$ cat config.mk
export PLATFORM = sky130hd
export DESIGN_NAME = cpu_top
export DESIGN_NICKNAME = d
export VERILOG_FILES = /design/src/cpu_pkg.sv /design/src/regs.sv /design/src/fetch.sv /design/src/decode.sv /design/src/alu.sv /design/src/cpu.sv /design/src/out_fifo.sv /design/src/cpu_top.sv
export SDC_FILE = /design/constraint.sdc
export NUM_CORES = 2
export LEC_CHECK = 0
export CAP_MARGIN = 30
export CORE_MARGIN = 5
export CORE_UTILIZATION = 30
export CTS_BUF_LIST = sky130_fd_sc_hd__clkbuf_4 sky130_fd_sc_hd__clkbuf_8
export CTS_CLUSTER_DIAMETER = 50
export DETAILED_ROUTE_END_ITERATION = 10
export DONT_BUFFER_PORTS = 1
export PLACE_DENSITY_LB_ADDON = 0.12
export SETUP_SLACK_MARGIN = 0.05
export SYNTH_ARGS = -nofsm -noshare
export SYNTH_HDL_FRONTEND = slang
export SYNTH_HIERARCHICAL = 1
export SYNTH_SLANG_ARGS = --single-unit
export TNS_END_PERCENT = 20
$ cat constraint.sdc
create_clock -name clk -period 5.48 [get_ports clk]
set_clock_uncertainty 0.05 [all_clocks]
set_input_delay 1.096 -clock clk [delete_from_list [all_inputs] [get_ports clk]]
set_output_delay 1.096 -clock clk [all_outputs]
set_load 0.02 [all_outputs]
$ cat src/cpu_pkg.sv
package cpu_pkg;

    // widths
    localparam int WORD_W     = 32;
    localparam int REG_ADDR_W = 5;
    localparam int IADDR_W    = 10;
    localparam int DADDR_W    = 10;

    typedef logic [WORD_W-1:0]     word_t;
    typedef logic [REG_ADDR_W-1:0] reg_addr_t;
    // word addresses, not byte addresses
    typedef logic [IADDR_W-1:0]    iaddr_t;
    typedef logic [DADDR_W-1:0]    daddr_t;

    // major opcodes
    localparam logic [6:0] OP_OP     = 7'b0110011;
    localparam logic [6:0] OP_IMM    = 7'b0010011;
    localparam logic [6:0] OP_LUI    = 7'b0110111;
    localparam logic [6:0] OP_LOAD   = 7'b0000011;
    localparam logic [6:0] OP_STORE  = 7'b0100011;
    localparam logic [6:0] OP_BRANCH = 7'b1100011;
    localparam logic [6:0] OP_JAL    = 7'b1101111;
    localparam logic [6:0] OP_JALR   = 7'b1100111;
    // custom-0, sends rs1 to the output stream
    localparam logic [6:0] OP_OUT    = 7'b0001011;

    // alu funct3
    localparam logic [2:0] F3_ADD = 3'b000;
    localparam logic [2:0] F3_SLL = 3'b001;
    localparam logic [2:0] F3_SLT = 3'b010;
    localparam logic [2:0] F3_XOR = 3'b100;
    localparam logic [2:0] F3_SRL = 3'b101;
    localparam logic [2:0] F3_OR  = 3'b110;
    localparam logic [2:0] F3_AND = 3'b111;

    // branch funct3
    localparam logic [2:0] F3_BEQ = 3'b000;
    localparam logic [2:0] F3_BNE = 3'b001;
    localparam logic [2:0] F3_BLT = 3'b100;
    localparam logic [2:0] F3_BGE = 3'b101;

    // output fifo
    localparam int OUT_DEPTH = 4;
    localparam int OUT_PTR_W = 2;

endpackage

$ cat src/regs.sv
`timescale 1ns/10ps

module regs (
    input  logic               clk,
    input  logic               rstn,
    input  logic               we,
    input  cpu_pkg::reg_addr_t waddr,
    input  cpu_pkg::word_t     wdata,
    input  cpu_pkg::reg_addr_t raddr1,
    input  cpu_pkg::reg_addr_t raddr2,
    output cpu_pkg::word_t     rdata1,
    output cpu_pkg::word_t     rdata2
);
    import cpu_pkg::*;

    word_t rf [32];

    always_ff @(posedge clk) begin
        if (!rstn) begin
            for (int i = 0; i < 32; i++) begin
                rf[i] <= '0;
            end
        end else if (we && (waddr != '0)) begin
            // x0 never written, so it stays zero after reset
            rf[waddr] <= wdata;
        end
    end

    // read ports are asynchronous
    assign rdata1 = rf[raddr1];
    assign rdata2 = rf[raddr2];

endmodule

$ cat src/fetch.sv
`timescale 1ns/10ps

module fetch (
    input  logic            clk,
    input  logic            rstn,
    input  logic            fetch_req,
    input  cpu_pkg::iaddr_t pc,
    output cpu_pkg::iaddr_t imem_addr,
    input  cpu_pkg::word_t  imem_data,
    output logic            fetched,
    output cpu_pkg::word_t  inst
);

    // request seen on the previous edge
    logic req_q;

    always_ff @(posedge clk) begin
        if (!rstn) begin
            req_q     <= 1'b0;
            fetched   <= 1'b0;
            imem_addr <= '0;
        end else begin
            req_q   <= fetch_req;
            // memory samples the address one edge after it is driven
            fetched <= req_q;
            if (fetch_req) begin
                imem_addr <= pc;
            end
        end
    end

    // word is on imem_data while fetched is high
    always_ff @(posedge clk) begin
        if (fetched) begin
            inst <= imem_data;
        end
    end

endmodule

$ cat src/decode.sv
`timescale 1ns/10ps

module decode (
    input  cpu_pkg::word_t     inst,
    output cpu_pkg::reg_addr_t rs1,
    output cpu_pkg::reg_addr_t rs2,
    output cpu_pkg::reg_addr_t rd,
    output logic [2:0]         funct3,
    output logic               alt,
    output logic               use_imm,
    output cpu_pkg::word_t     imm,
    output logic               is_alu,
    output logic               is_lui,
    output logic               is_load,
    output logic               is_store,
    output logic               is_branch,
    output logic               is_jal,
    output logic               is_jalr,
    output logic               is_out
);
    import cpu_pkg::*;

    logic [6:0] opcode;
    logic       is_shift;

    assign opcode = inst[6:0];
    assign rd     = inst[11:7];
    assign funct3 = inst[14:12];
    assign rs1    = inst[19:15];
    assign rs2    = inst[24:20];

    // instruction class
    assign is_alu    = (opcode == OP_OP) || (opcode == OP_IMM);
    assign is_lui    = (opcode == OP_LUI);
    assign is_load   = (opcode == OP_LOAD);
    assign is_store  = (opcode == OP_STORE);
    assign is_branch = (opcode == OP_BRANCH);
    assign is_jal    = (opcode == OP_JAL);
    assign is_jalr   = (opcode == OP_JALR);
    assign is_out    = (opcode == OP_OUT);

    assign use_imm  = (opcode == OP_IMM);
    assign is_shift = (funct3 == F3_SLL) || (funct3 == F3_SRL);

    // bit 30 is part of the immediate for addi, slti and friends
    assign alt = inst[30] && ((opcode == OP_OP) || (use_imm && is_shift));

    // immediate formats, all sign extended except U
    always_comb begin
        case (opcode)
            OP_STORE: begin
                imm = {{20{inst[31]}}, inst[31:25], inst[11:7]};
            end
            OP_BRANCH: begin
                imm = {{19{inst[31]}}, inst[31], inst[7], inst[30:25], inst[11:8], 1'b0};
            end
            OP_JAL: begin
                imm = {{11{inst[31]}}, inst[31], inst[19:12], inst[20], inst[30:21], 1'b0};
            end
            OP_LUI: begin
                imm = {inst[31:12], 12'b0};
            end
            default: begin
                // I format for op-imm, loads and jalr
                imm = {{20{inst[31]}}, inst[31:20]};
            end
        endcase
    end

endmodule

$ cat src/alu.sv
`timescale 1ns/10ps

module alu (
    input  logic [2:0]     funct3,
    input  logic           alt,
    input  logic           use_imm,
    input  cpu_pkg::word_t a,
    input  cpu_pkg::word_t b,
    input  cpu_pkg::word_t imm,
    output cpu_pkg::word_t result,
    output logic           taken
);
    import cpu_pkg::*;

    word_t      opb;
    logic [4:0] shamt;

    assign opb   = use_imm ? imm : b;
    assign shamt = opb[4:0];

    always_comb begin
        case (funct3)
            F3_ADD:  result = alt ? (a - opb) : (a + opb);
            F3_SLL:  result = a << shamt;
            F3_SLT:  result = word_t'($signed(a) < $signed(opb));
            F3_XOR:  result = a ^ opb;
            F3_SRL:  result = a >> shamt;
            F3_OR:   result = a | opb;
            F3_AND:  result = a & opb;
            // sltu is not supported
            default: result = a + opb;
        endcase
    end

    // branch compare always uses both registers
    always_comb begin
        case (funct3)
            F3_BEQ:  taken = (a == b);
            F3_BNE:  taken = (a != b);
            F3_BLT:  taken = ($signed(a) < $signed(b));
            F3_BGE:  taken = ($signed(a) >= $signed(b));
            default: taken = 1'b0;
        endcase
    end

endmodule

$ cat src/cpu.sv
`timescale 1ns/10ps

module cpu (
    input  logic            clk,
    input  logic            rstn,
    output cpu_pkg::iaddr_t imem_addr,
    input  cpu_pkg::word_t  imem_data,
    output cpu_pkg::daddr_t dmem_addr,
    output cpu_pkg::word_t  dmem_wdata,
    input  cpu_pkg::word_t  dmem_rdata,
    output logic            dmem_we,
    output logic            dmem_re,
    output logic            push_valid,
    output cpu_pkg::word_t  push_data,
    input  logic            push_ready
);
    import cpu_pkg::*;

    typedef enum logic [2:0] {
        S_FETCH,
        S_FETCH_WAIT,
        S_DECODE,
        S_EXECUTE,
        S_MEM_WAIT,
        S_WRITE
    } state_t;

    state_t state;
    iaddr_t pc;
    iaddr_t pc_plus1;
    iaddr_t branch_target;
    iaddr_t exec_next_pc;
    iaddr_t next_pc;

    logic  fetch_req;
    logic  fetched;
    word_t inst;

    // decoder outputs
    reg_addr_t  rs1_addr;
    reg_addr_t  rs2_addr;
    reg_addr_t  rd_d;
    logic [2:0] funct3_d;
    logic       alt_d;
    logic       use_imm_d;
    word_t      imm_d;
    logic       is_alu_d;
    logic       is_lui_d;
    logic       is_load_d;
    logic       is_store_d;
    logic       is_branch_d;
    logic       is_jal_d;
    logic       is_jalr_d;
    logic       is_out_d;
    word_t      rdata1;
    word_t      rdata2;

    // fields held from decode through write
    word_t      a_q;
    word_t      b_q;
    reg_addr_t  rd_q;
    logic [2:0] funct3_q;
    logic       alt_q;
    logic       use_imm_q;
    word_t      imm_q;
    logic       is_lui_q;
    logic       is_load_q;
    logic       is_store_q;
    logic       is_branch_q;
    logic       is_jal_q;
    logic       is_jalr_q;
    logic       is_out_q;
    logic       wb_en;
    word_t      wb_data;
    logic       rf_we;

    word_t alu_result;
    logic  taken;
    word_t eff_addr;
    word_t link;

    regs i_regs (
        .clk    (clk),
        .rstn   (rstn),
        .we     (rf_we),
        .waddr  (rd_q),
        .wdata  (wb_data),
        .raddr1 (rs1_addr),
        .raddr2 (rs2_addr),
        .rdata1 (rdata1),
        .rdata2 (rdata2)
    );

    fetch i_fetch (
        .clk       (clk),
        .rstn      (rstn),
        .fetch_req (fetch_req),
        .pc        (pc),
        .imem_addr (imem_addr),
        .imem_data (imem_data),
        .fetched   (fetched),
        .inst      (inst)
    );

    decode i_decode (
        .inst      (inst),
        .rs1       (rs1_addr),
        .rs2       (rs2_addr),
        .rd        (rd_d),
        .funct3    (funct3_d),
        .alt       (alt_d),
        .use_imm   (use_imm_d),
        .imm       (imm_d),
        .is_alu    (is_alu_d),
        .is_lui    (is_lui_d),
        .is_load   (is_load_d),
        .is_store  (is_store_d),
        .is_branch (is_branch_d),
        .is_jal    (is_jal_d),
        .is_jalr   (is_jalr_d),
        .is_out    (is_out_d)
    );

    alu i_alu (
        .funct3  (funct3_q),
        .alt     (alt_q),
        .use_imm (use_imm_q),
        .a       (a_q),
        .b       (b_q),
        .imm     (imm_q),
        .result  (alu_result),
        .taken   (taken)
    );

    assign pc_plus1      = pc + 1'b1;
    // byte offsets become word offsets
    assign branch_target = pc + imm_q[IADDR_W+1:2];
    assign eff_addr      = a_q + imm_q;
    assign link          = word_t'({pc_plus1, 2'b00});

    always_comb begin
        exec_next_pc = pc_plus1;
        if ((is_branch_q && taken) || is_jal_q) begin
            exec_next_pc = branch_target;
        end else if (is_jalr_q) begin
            exec_next_pc = eff_addr[IADDR_W+1:2];
        end
    end

    assign fetch_req  = (state == S_FETCH);
    assign dmem_re    = (state == S_EXECUTE) && is_load_q;
    assign dmem_we    = (state == S_EXECUTE) && is_store_q;
    assign dmem_addr  = eff_addr[DADDR_W+1:2];
    assign dmem_wdata = b_q;
    // held until the fifo takes it
    assign push_valid = (state == S_EXECUTE) && is_out_q;
    assign push_data  = a_q;
    assign rf_we      = (state == S_WRITE) && wb_en;

    always_ff @(posedge clk) begin
        if (!rstn) begin
            state       <= S_FETCH;
            pc          <= '0;
            wb_en       <= 1'b0;
            is_lui_q    <= 1'b0;
            is_load_q   <= 1'b0;
            is_store_q  <= 1'b0;
            is_branch_q <= 1'b0;
            is_jal_q    <= 1'b0;
            is_jalr_q   <= 1'b0;
            is_out_q    <= 1'b0;
        end else begin
            case (state)
                S_FETCH: begin
                    state <= S_FETCH_WAIT;
                end
                S_FETCH_WAIT: begin
                    if (fetched) begin
                        state <= S_DECODE;
                    end
                end
                S_DECODE: begin
                    is_lui_q    <= is_lui_d;
                    is_load_q   <= is_load_d;
                    is_store_q  <= is_store_d;
                    is_branch_q <= is_branch_d;
                    is_jal_q    <= is_jal_d;
                    is_jalr_q   <= is_jalr_d;
                    is_out_q    <= is_out_d;
                    wb_en <= is_alu_d || is_lui_d || is_load_d || is_jal_d || is_jalr_d;
                    state <= S_EXECUTE;
                end
                S_EXECUTE: begin
                    if (is_load_q || is_store_q) begin
                        state <= S_MEM_WAIT;
                    end else if (!is_out_q || push_ready) begin
                        // unknown opcodes fall through as a nop
                        state <= S_WRITE;
                    end
                end
                S_MEM_WAIT: begin
                    state <= S_WRITE;
                end
                S_WRITE: begin
                    pc    <= next_pc;
                    state <= S_FETCH;
                end
                default: begin
                    state <= S_FETCH;
                end
            endcase
        end
    end

    always_ff @(posedge clk) begin
        if (state == S_DECODE) begin
            a_q       <= rdata1;
            b_q       <= rdata2;
            rd_q      <= rd_d;
            funct3_q  <= funct3_d;
            alt_q     <= alt_d;
            use_imm_q <= use_imm_d;
            imm_q     <= imm_d;
        end
        if (state == S_EXECUTE) begin
            next_pc <= exec_next_pc;
            if (is_lui_q) begin
                wb_data <= imm_q;
            end else if (is_jal_q || is_jalr_q) begin
                wb_data <= link;
            end else begin
                wb_data <= alu_result;
            end
        end
        // load data arrives the cycle after dmem_re
        if (state == S_MEM_WAIT) begin
            wb_data <= dmem_rdata;
        end
    end

endmodule

$ cat src/out_fifo.sv
`timescale 1ns/10ps

module out_fifo (
    input  logic           clk,
    input  logic           rstn,
    input  logic           push_valid,
    input  cpu_pkg::word_t push_data,
    output logic           push_ready,
    output logic           out_valid,
    output cpu_pkg::word_t out_data,
    input  logic           out_ready
);
    import cpu_pkg::*;

    word_t                mem [OUT_DEPTH];
    logic [OUT_PTR_W-1:0] wr_ptr;
    logic [OUT_PTR_W-1:0] rd_ptr;
    logic [OUT_PTR_W:0]   count;
    logic                 push;
    logic                 pop;

    assign push_ready = (count != (OUT_PTR_W + 1)'(OUT_DEPTH));
    assign out_valid  = (count != '0);
    // head entry stays put until popped
    assign out_data   = mem[rd_ptr];

    assign push = push_valid && push_ready;
    assign pop  = out_valid && out_ready;

    always_ff @(posedge clk) begin
        if (!rstn) begin
            wr_ptr <= '0;
            rd_ptr <= '0;
            count  <= '0;
        end else begin
            // pointers wrap, depth is a power of two
            if (push) begin
                wr_ptr <= wr_ptr + 1'b1;
            end
            if (pop) begin
                rd_ptr <= rd_ptr + 1'b1;
            end
            if (push && !pop) begin
                count <= count + 1'b1;
            end else if (pop && !push) begin
                count <= count - 1'b1;
            end
        end
    end

    always_ff @(posedge clk) begin
        if (push) begin
            mem[wr_ptr] <= push_data;
        end
    end

endmodule

$ cat src/cpu_top.sv
`timescale 1ns/10ps

module cpu_top (
    input  logic            clk,
    input  logic            rstn,
    output cpu_pkg::iaddr_t imem_addr,
    input  cpu_pkg::word_t  imem_data,
    output cpu_pkg::daddr_t dmem_addr,
    output cpu_pkg::word_t  dmem_wdata,
    input  cpu_pkg::word_t  dmem_rdata,
    output logic            dmem_we,
    output logic            dmem_re,
    output logic            out_valid,
    input  logic            out_ready,
    output cpu_pkg::word_t  out_data
);
    import cpu_pkg::*;

    // core to fifo
    logic  push_valid;
    logic  push_ready;
    word_t push_data;

    cpu i_cpu (
        .clk        (clk),
        .rstn       (rstn),
        .imem_addr  (imem_addr),
        .imem_data  (imem_data),
        .dmem_addr  (dmem_addr),
        .dmem_wdata (dmem_wdata),
        .dmem_rdata (dmem_rdata),
        .dmem_we    (dmem_we),
        .dmem_re    (dmem_re),
        .push_valid (push_valid),
        .push_data  (push_data),
        .push_ready (push_ready)
    );

    out_fifo i_out_fifo (
        .clk        (clk),
        .rstn       (rstn),
        .push_valid (push_valid),
        .push_data  (push_data),
        .push_ready (push_ready),
        .out_valid  (out_valid),
        .out_data   (out_data),
        .out_ready  (out_ready)
    );

endmodule

After elaboration in Yosys (flattened, before gate mapping). Memories as Yosys holds them, arrays and structs flattened. A register that Yosys moved wholly into a read port is not among the register bits. Index checks and enable logic that the tools add are counted.

Output and inout port bits: 87. Logic and storage cells: 132. Memory bits (writable): 1152. Input port bits: 67. Memories: 2. Register bits after elaboration: 156.

Memory list: i_cpu.i_regs.rf (words 32, width 32, read ports 2, clocked after Yosys merged registers in 2, write ports 32, RTL line regs.sv:16) `word_t rf [32];`; i_out_fifo.mem (words 4, width 32, read ports 1, clocked after Yosys merged registers in 1, write ports 1, RTL line out_fifo.sv:15) `word_t mem [OUT_DEPTH];`.

$lt $le $gt $ge: 3. Muxes and demuxes: 28. Bitwise operators: 3. Shift-type cells: 2. $add $sub $neg: 9. Equality and inequality tests: 27. Reduce and logical (&&, ||, !) cells: 34.

Operators with widths (number): 32-bit two-way mux (7); 32-bit one-hot mux with 7 select lines (1); 31-bit one-hot mux with 4 select lines (1); 32-bit less-than comparator (2); 32-bit adder (1); 32-bit AND (1); 32-bit == test (1); 32-bit >= comparator (1); 32-bit != test (1); 32-bit OR (1); 32-bit OR reduction (1); 32-bit by 5-bit left shift with 32-bit output (1); 32-bit by 5-bit >> shifter with 32-bit output (1); 32-bit subtractor (1); 32-bit bitwise XOR (1); 3-bit == test, second input constant (7); 7-bit by 6-bit == test with 1-bit output, second input constant (3); 7-bit == test, second input constant (3); 10-bit two-way mux (2); 3-bit two-way mux (5); 3-bit one-hot mux with 5 select lines (1); 12-bit adder (1); 1-bit logical AND (12); 1-bit logical OR (11); other kinds (22) (39).

Logic depth before layout (Yosys ltp).
Word-level depth: 8. Gate-level depth with buffers: 22. Depth with buffers taken out: 18.

Cells and area by module. Netlist, hierarchy kept.

Modules (own cells, without submodules): regs (sequential area each 30749.5 um^2, cells each 4609, instances 1, area an instance 55715.9 um^2); alu (sequential area each 0.0 um^2, cells each 1512, instances 1, area an instance 10173.5 um^2); cpu (sequential area each 4864.7 um^2, cells each 585, instances 1, area an instance 7259.5 um^2); out_fifo (sequential area each 4023.9 um^2, cells each 215, instances 1, area an instance 5153.7 um^2); fetch (sequential area each 1201.2 um^2, cells each 68, instances 1, area an instance 1392.6 um^2); decode (sequential area each 0.0 um^2, cells each 94, instances 1, area an instance 681.9 um^2).

Worst setup path before layout. Ideal clock, no wire load.

Path kind: in2reg. From: in rstn. To: mem i_cpu/i_regs/rf[28][0] (netlist bit) (enable). Setup time: 0.466 ns. Arrival time: 3.984 ns. Stages on the path: 4. Setup slack: 0.980 ns. Buffers on the path: 1. Required time: 4.964 ns. Path through: nand2_1 > or3_4 > buf_6 > o21ai_0.

RTL lines: from (decl) (RTL line cpu_top.sv:5) `input logic rstn,`; to (decl) (RTL line regs.sv:16).

Worst setup path in the final report.
From: reg i_cpu.use_imm_q. To: reg i_cpu.wb_data[0], data pin.

Cells in the longest elaborated chain, start to end: 8. Elaborated cells between the ends (all ways): 15. Those cells by class: add/sub (2); order compare (1); shift (2); mux (7); bitwise (3).

Ends and longest elaborated chain: from (decl) (RTL line cpu.sv:64) `logic use_imm_q;`; from (signal assigned) (RTL line cpu.sv:222) `use_imm_q <= use_imm_d;`; 32-bit two-way mux (*) (RTL line alu.sv:18) `assign opb = use_imm ? imm : b;`; 32-bit adder / 32-bit subtractor (equally long branches) (RTL line alu.sv:23, alu.sv:31); 32-bit two-way mux (RTL line alu.sv:23) `F3_ADD: result = alt ? (a - opb) : (a + opb);`; 32-bit one-hot mux with 7 select lines (*) (RTL line alu.sv:22) `case (funct3)`; named net i_cpu.alu_result[0] (RTL line cpu.sv:77) `word_t alu_result;`; 32-bit two-way mux (*) (RTL line cpu.sv:229) `end else if (is_jal_q || is_jalr_q) begin`; 32-bit two-way mux (*) (RTL line cpu.sv:227) `if (is_lui_q) begin`; 32-bit two-way mux (*) (RTL line cpu.sv:225) `if (state == S_EXECUTE) begin`; 32-bit two-way mux (*) (RTL line cpu.sv:236) `if (state == S_MEM_WAIT) begin`; to (signal assigned) (RTL line cpu.sv:228) `wb_data <= imm_q;`; to (signal assigned) (RTL line cpu.sv:230) `wb_data <= link;`; to (signal assigned) (RTL line cpu.sv:237) `wb_data <= dmem_rdata;`; to (decl) (RTL line cpu.sv:74) `word_t wb_data;`.

Mark *: on every way through the listed nets, which the timed path passes. The rest lies on a longest branch. The select of a mux whose other input is x is not followed. A chain may end at the register's enable or synchronous reset.

==> results by group <==
Status
  • Status: completed

Timing
  • Max-slew violations: 0
  • Final setup fails: 0
  • Hold_ws: 194 ps
  • Final period utilization: 89.4%
  • Worst Tran Pin Value: 1050 ps
  • Rel. slew slack: 30.0%
  • Hold Vio Cnt, Final: 0
  • Post-route setup TNS: 0 ps
  • Period minus WS final: 4900 ps
  • RSZ-0062 raised after global routing: no
  • Fmax: 204 MHz

Die
  • Die Wd: 528 um
  • Initial Utilization: 30.1%
  • Core area: 267000 um^2
  • Die height: 528 um
  • Die ar.: 278000 um^2
  • Placement row count: 190
  • IO Pins: 154

Clocking
  • Worst-case clock buffer depth: 4
  • CTS sink cnt: 1374
  • CTS tree: done
  • PostCTS Resize Cnt: 0
  • Skew-Pair Late Insertion Delay: 960 ps
  • Number of buffers created by CTS: 275
  • Post-CTS Setup Bufs: 0
  • Root buf cell: clkbuf_8
  • Hold Buf Count CTS: 0
  • Depth of the CTS H-tree: 5
  • Clock transition at path regs: 60 ps

Power
  • Switching share of power: 25.9%
  • Combinational Power Share: 8.9%
  • Psw: 6.43 mW
  • Clock power share: 42.4%
  • Internal cell power: 18.4 mW
  • Share of power burned in registers: 48.6%
  • Total power draw: 24.8 mW
  • LEAKAGE: 35.9 nW
  • Pwr dens: 272 nW/um^2
  • Worst VDD drop: 160 uV

Setup path
  • Critical path required time: 6050 ps
  • CP Capture Type: register
  • Data arrival, critical path: 5470 ps
  • CP Launch Type: register
  • Worst reg2reg path depth: 19
  • Kind of critical path: register to register
  • Max FO, Critical Path: 9

Drt
  • Avg WL per Cell: 29.6 um
  • Via-to-Cell Ratio: 5.33
  • DRT antenna net count: 0
  • DR vias: 58017
  • Drt pass-1 iters: 6
  • DRC: 0
  • Final wirelength: 322 mm
  • DR iter-0 viols: 4458

Global route
  • Largest net degree at the start of global routing: 109
  • GR Util All Layers: 22.3%
  • Number of global-route vias before repair: 58831
  • First-pass GRT wire length: 451 mm
  • Total grt overflow: 0
  • Initial antenna violation count: 16

Synth
  • Yosys warnings: 6
  • Largest cells by area after synthesis: edfxtp_1 (50%), mux2i_1 (15%), and2_1 (7.9%)
  • Yosys reg bits: 1374
  • Mapped Cells: 7083
  • Cell Area, Synth: 80400 um^2
  • Seq/Total Area, Yosys: 50.8%
  • Synth cell types: 105
  • Post-synth top area share: 49.8%
  • Cell taking the most area after synthesis: edfxtp_1
  • Main synth FF type: edfxtp_1
  • Post-synthesis async set-or-reset flop share: 0%
  • Post-synth EDFFs: 1332
  • Avg Cell Area, Syn: 11.3 um^2

Worst hold path
  • Type of the most critical hold path: input port to register
  • Hold path cells: 0

Placement
  • Post-DP HPWL: 221 mm
  • Routability cong.: 0.952
  • Port bufs: 0
  • Placed insts: 10387

Cells and area
  • Final Non-Filler Cells: 10881
  • Final Util: 34.1%
  • Area of the multi-input gates: 36800 um^2
  • Commonest non-fill, non-tap cell in the layout: edfxtp_1
  • Number of nets in the layout: 7366
  • Layout cell share with drive strength beyond 1: 12.5%
  • Commonest non-fill, non-tap cells in the layout: edfxtp_1 (1332), mux2i_1 (1166), and2_1 (1006), nand2_1 (447), a21oi_1 (387)
  • Register area: 40800 um^2
  • Area growth syn-to-layout: 13.6%
  • Fill count: 26755

Flow run
  • Max-cap violations: 0
[power by group through the flow]
stage | Combinational, mW | Clock (mW) | Sequential (mW)
after floorplan | 1.51 | 0 | 12.2
after global placement | 2.20 | 0 | 12.3
after detailed placement | 2.23 | 0 | 12.3
after CTS | 2.23 | 10.9 | 12.1
after global routing | 2.35 | 11.3 | 12.1
final | 2.22 | 10.5 | 12.1
[registers in the layout, summed over array words and instances, names as in the netlist, 2 cells and up, named ones only]
| register | cells |
|---|---|
| i_cpu/i_regs/rf | 1024 |
| i_out_fifo/mem | 128 |
| i_cpu/dmem_wdata | 32 |
| i_cpu/i_fetch/inst | 32 |
| i_cpu/imm_q | 32 |
| i_cpu/push_data | 32 |
| i_cpu/wb_data | 32 |
| i_cpu/i_fetch/imem_addr | 10 |
| i_cpu/next_pc | 10 |
| i_cpu/pc | 10 |
| i_cpu/rd_q | 5 |
| i_cpu/funct3_q | 3 |
| i_cpu/state | 3 |
| i_out_fifo/count | 3 |
| i_out_fifo/rd_ptr | 2 |
| i_out_fifo/wr_ptr | 2 |
[worst paths after layout]
| check | from | endpoint | slack [ps] |
|---|---|---|---|
| worst max-delay path | i_cpu/use_imm_q | i_cpu/wb_data[0] | 580 |
| worst min register to register | i_cpu/i_fetch/req_q | i_cpu/i_fetch/fetched | 380 |
| worst max register to register | i_cpu/use_imm_q | i_cpu/wb_data[0] | 580 |
| worst min-delay path | imem_data[31] | i_cpu/i_fetch/inst[31] | 190 |
[stage by stage]
| stage | setup slack [ps] | instance area, um^2 |
|---|---|---|
| after floorplan | 980 | 80500 |
| after global placement | 565 | 85200 |
| after detailed placement | 622 | 85800 |
| after CTS | 526 | 91100 |
| after global routing | 238 | 91300 |
| final | 579 | 91300 |
[routing by layer]
| metal | global-route usage [%] | part of all wire, % | wire length, um | vias to the layer above |
|---|---|---|---|---|
| met5 | 0 | 0.012 | 39 | - |
| met4 | 7.74 | 3.8 | 12100 | 6 |
| met3 | 3.69 | 5.5 | 17800 | 541 |
| met2 | 38.2 | 48 | 155000 | 1802 |
| met1 | 28.6 | 42 | 137000 | 29548 |
| li1 | - | - | - | 26120 |
[worst max-delay path: stages, from the launching register on]
cell       delay, ps
edfxtp_1         620
buf_4            270
nand2_1           70
o21a_1           160
ha_1             360
nor2_1           190
o211ai_1         200
a211oi_1         540
o2111ai_1        160
buf_4            190
a31oi_1          550
a21o_1           240
a311oi_1         130
o211ai_1         220
buf_4            180
o2111ai_1        110
nand2_1           80
nor2_1            40
a21oi_1          130
o21ai_0          100
[cell type report]
cell class | count | share of cell area (%)
Tap cell | 3552 | 4.87
Multi-Input combinational cell | 4999 | 40.3
Clock buffer | 361 | 4.94
Clock inverter | 113 | 0.835
Timing Repair Buffer | 326 | 3.66
Antenna cell | 15 | 0.0411
Sequential cell | 1374 | 44.8
Inverter | 141 | 0.588
[cell usage after synthesis, types with 20 or more instances]
library cell	count
nor3_1	88
o21a_1	34
ha_1	178
buf_2	104
a22o_1	132
xor2_1	21
o221ai_1	21
nor2_1	230
a22oi_1	201
clkbuf_2	20
edfxtp_1	1332
mux4_2	36
o22ai_1	20
o211ai_1	30
nand2_1	447
and2_1	1013
a21o_1	50
dfxtp_1	42
mux2i_1	1168
buf_4	85
xnor2_1	51
o21ai_0	155
nor2b_1	54
a31oi_1	80
a21oi_1	387
nand3_1	224
inv_1	136
a211oi_1	21
clkbuf_1	333
buf_1	45
[kinds of logic after synthesis]
| kind of cell | count (synthesis) | share of synthesized area, % |
|---|---|---|
| compound gates | 1279 | 10.6 |
| xor+xnor | 72 | 0.785 |
| fa+ha+maj | 182 | 2.87 |
| buf+inv | 741 | 4.21 |
| flops | 1374 | 50.8 |
| mux | 1227 | 15.9 |
| other cells | 1 | 0.00467 |
| simple gates | 2207 | 14.8 |
Note: power is estimated with default switching activity, not from simulation.
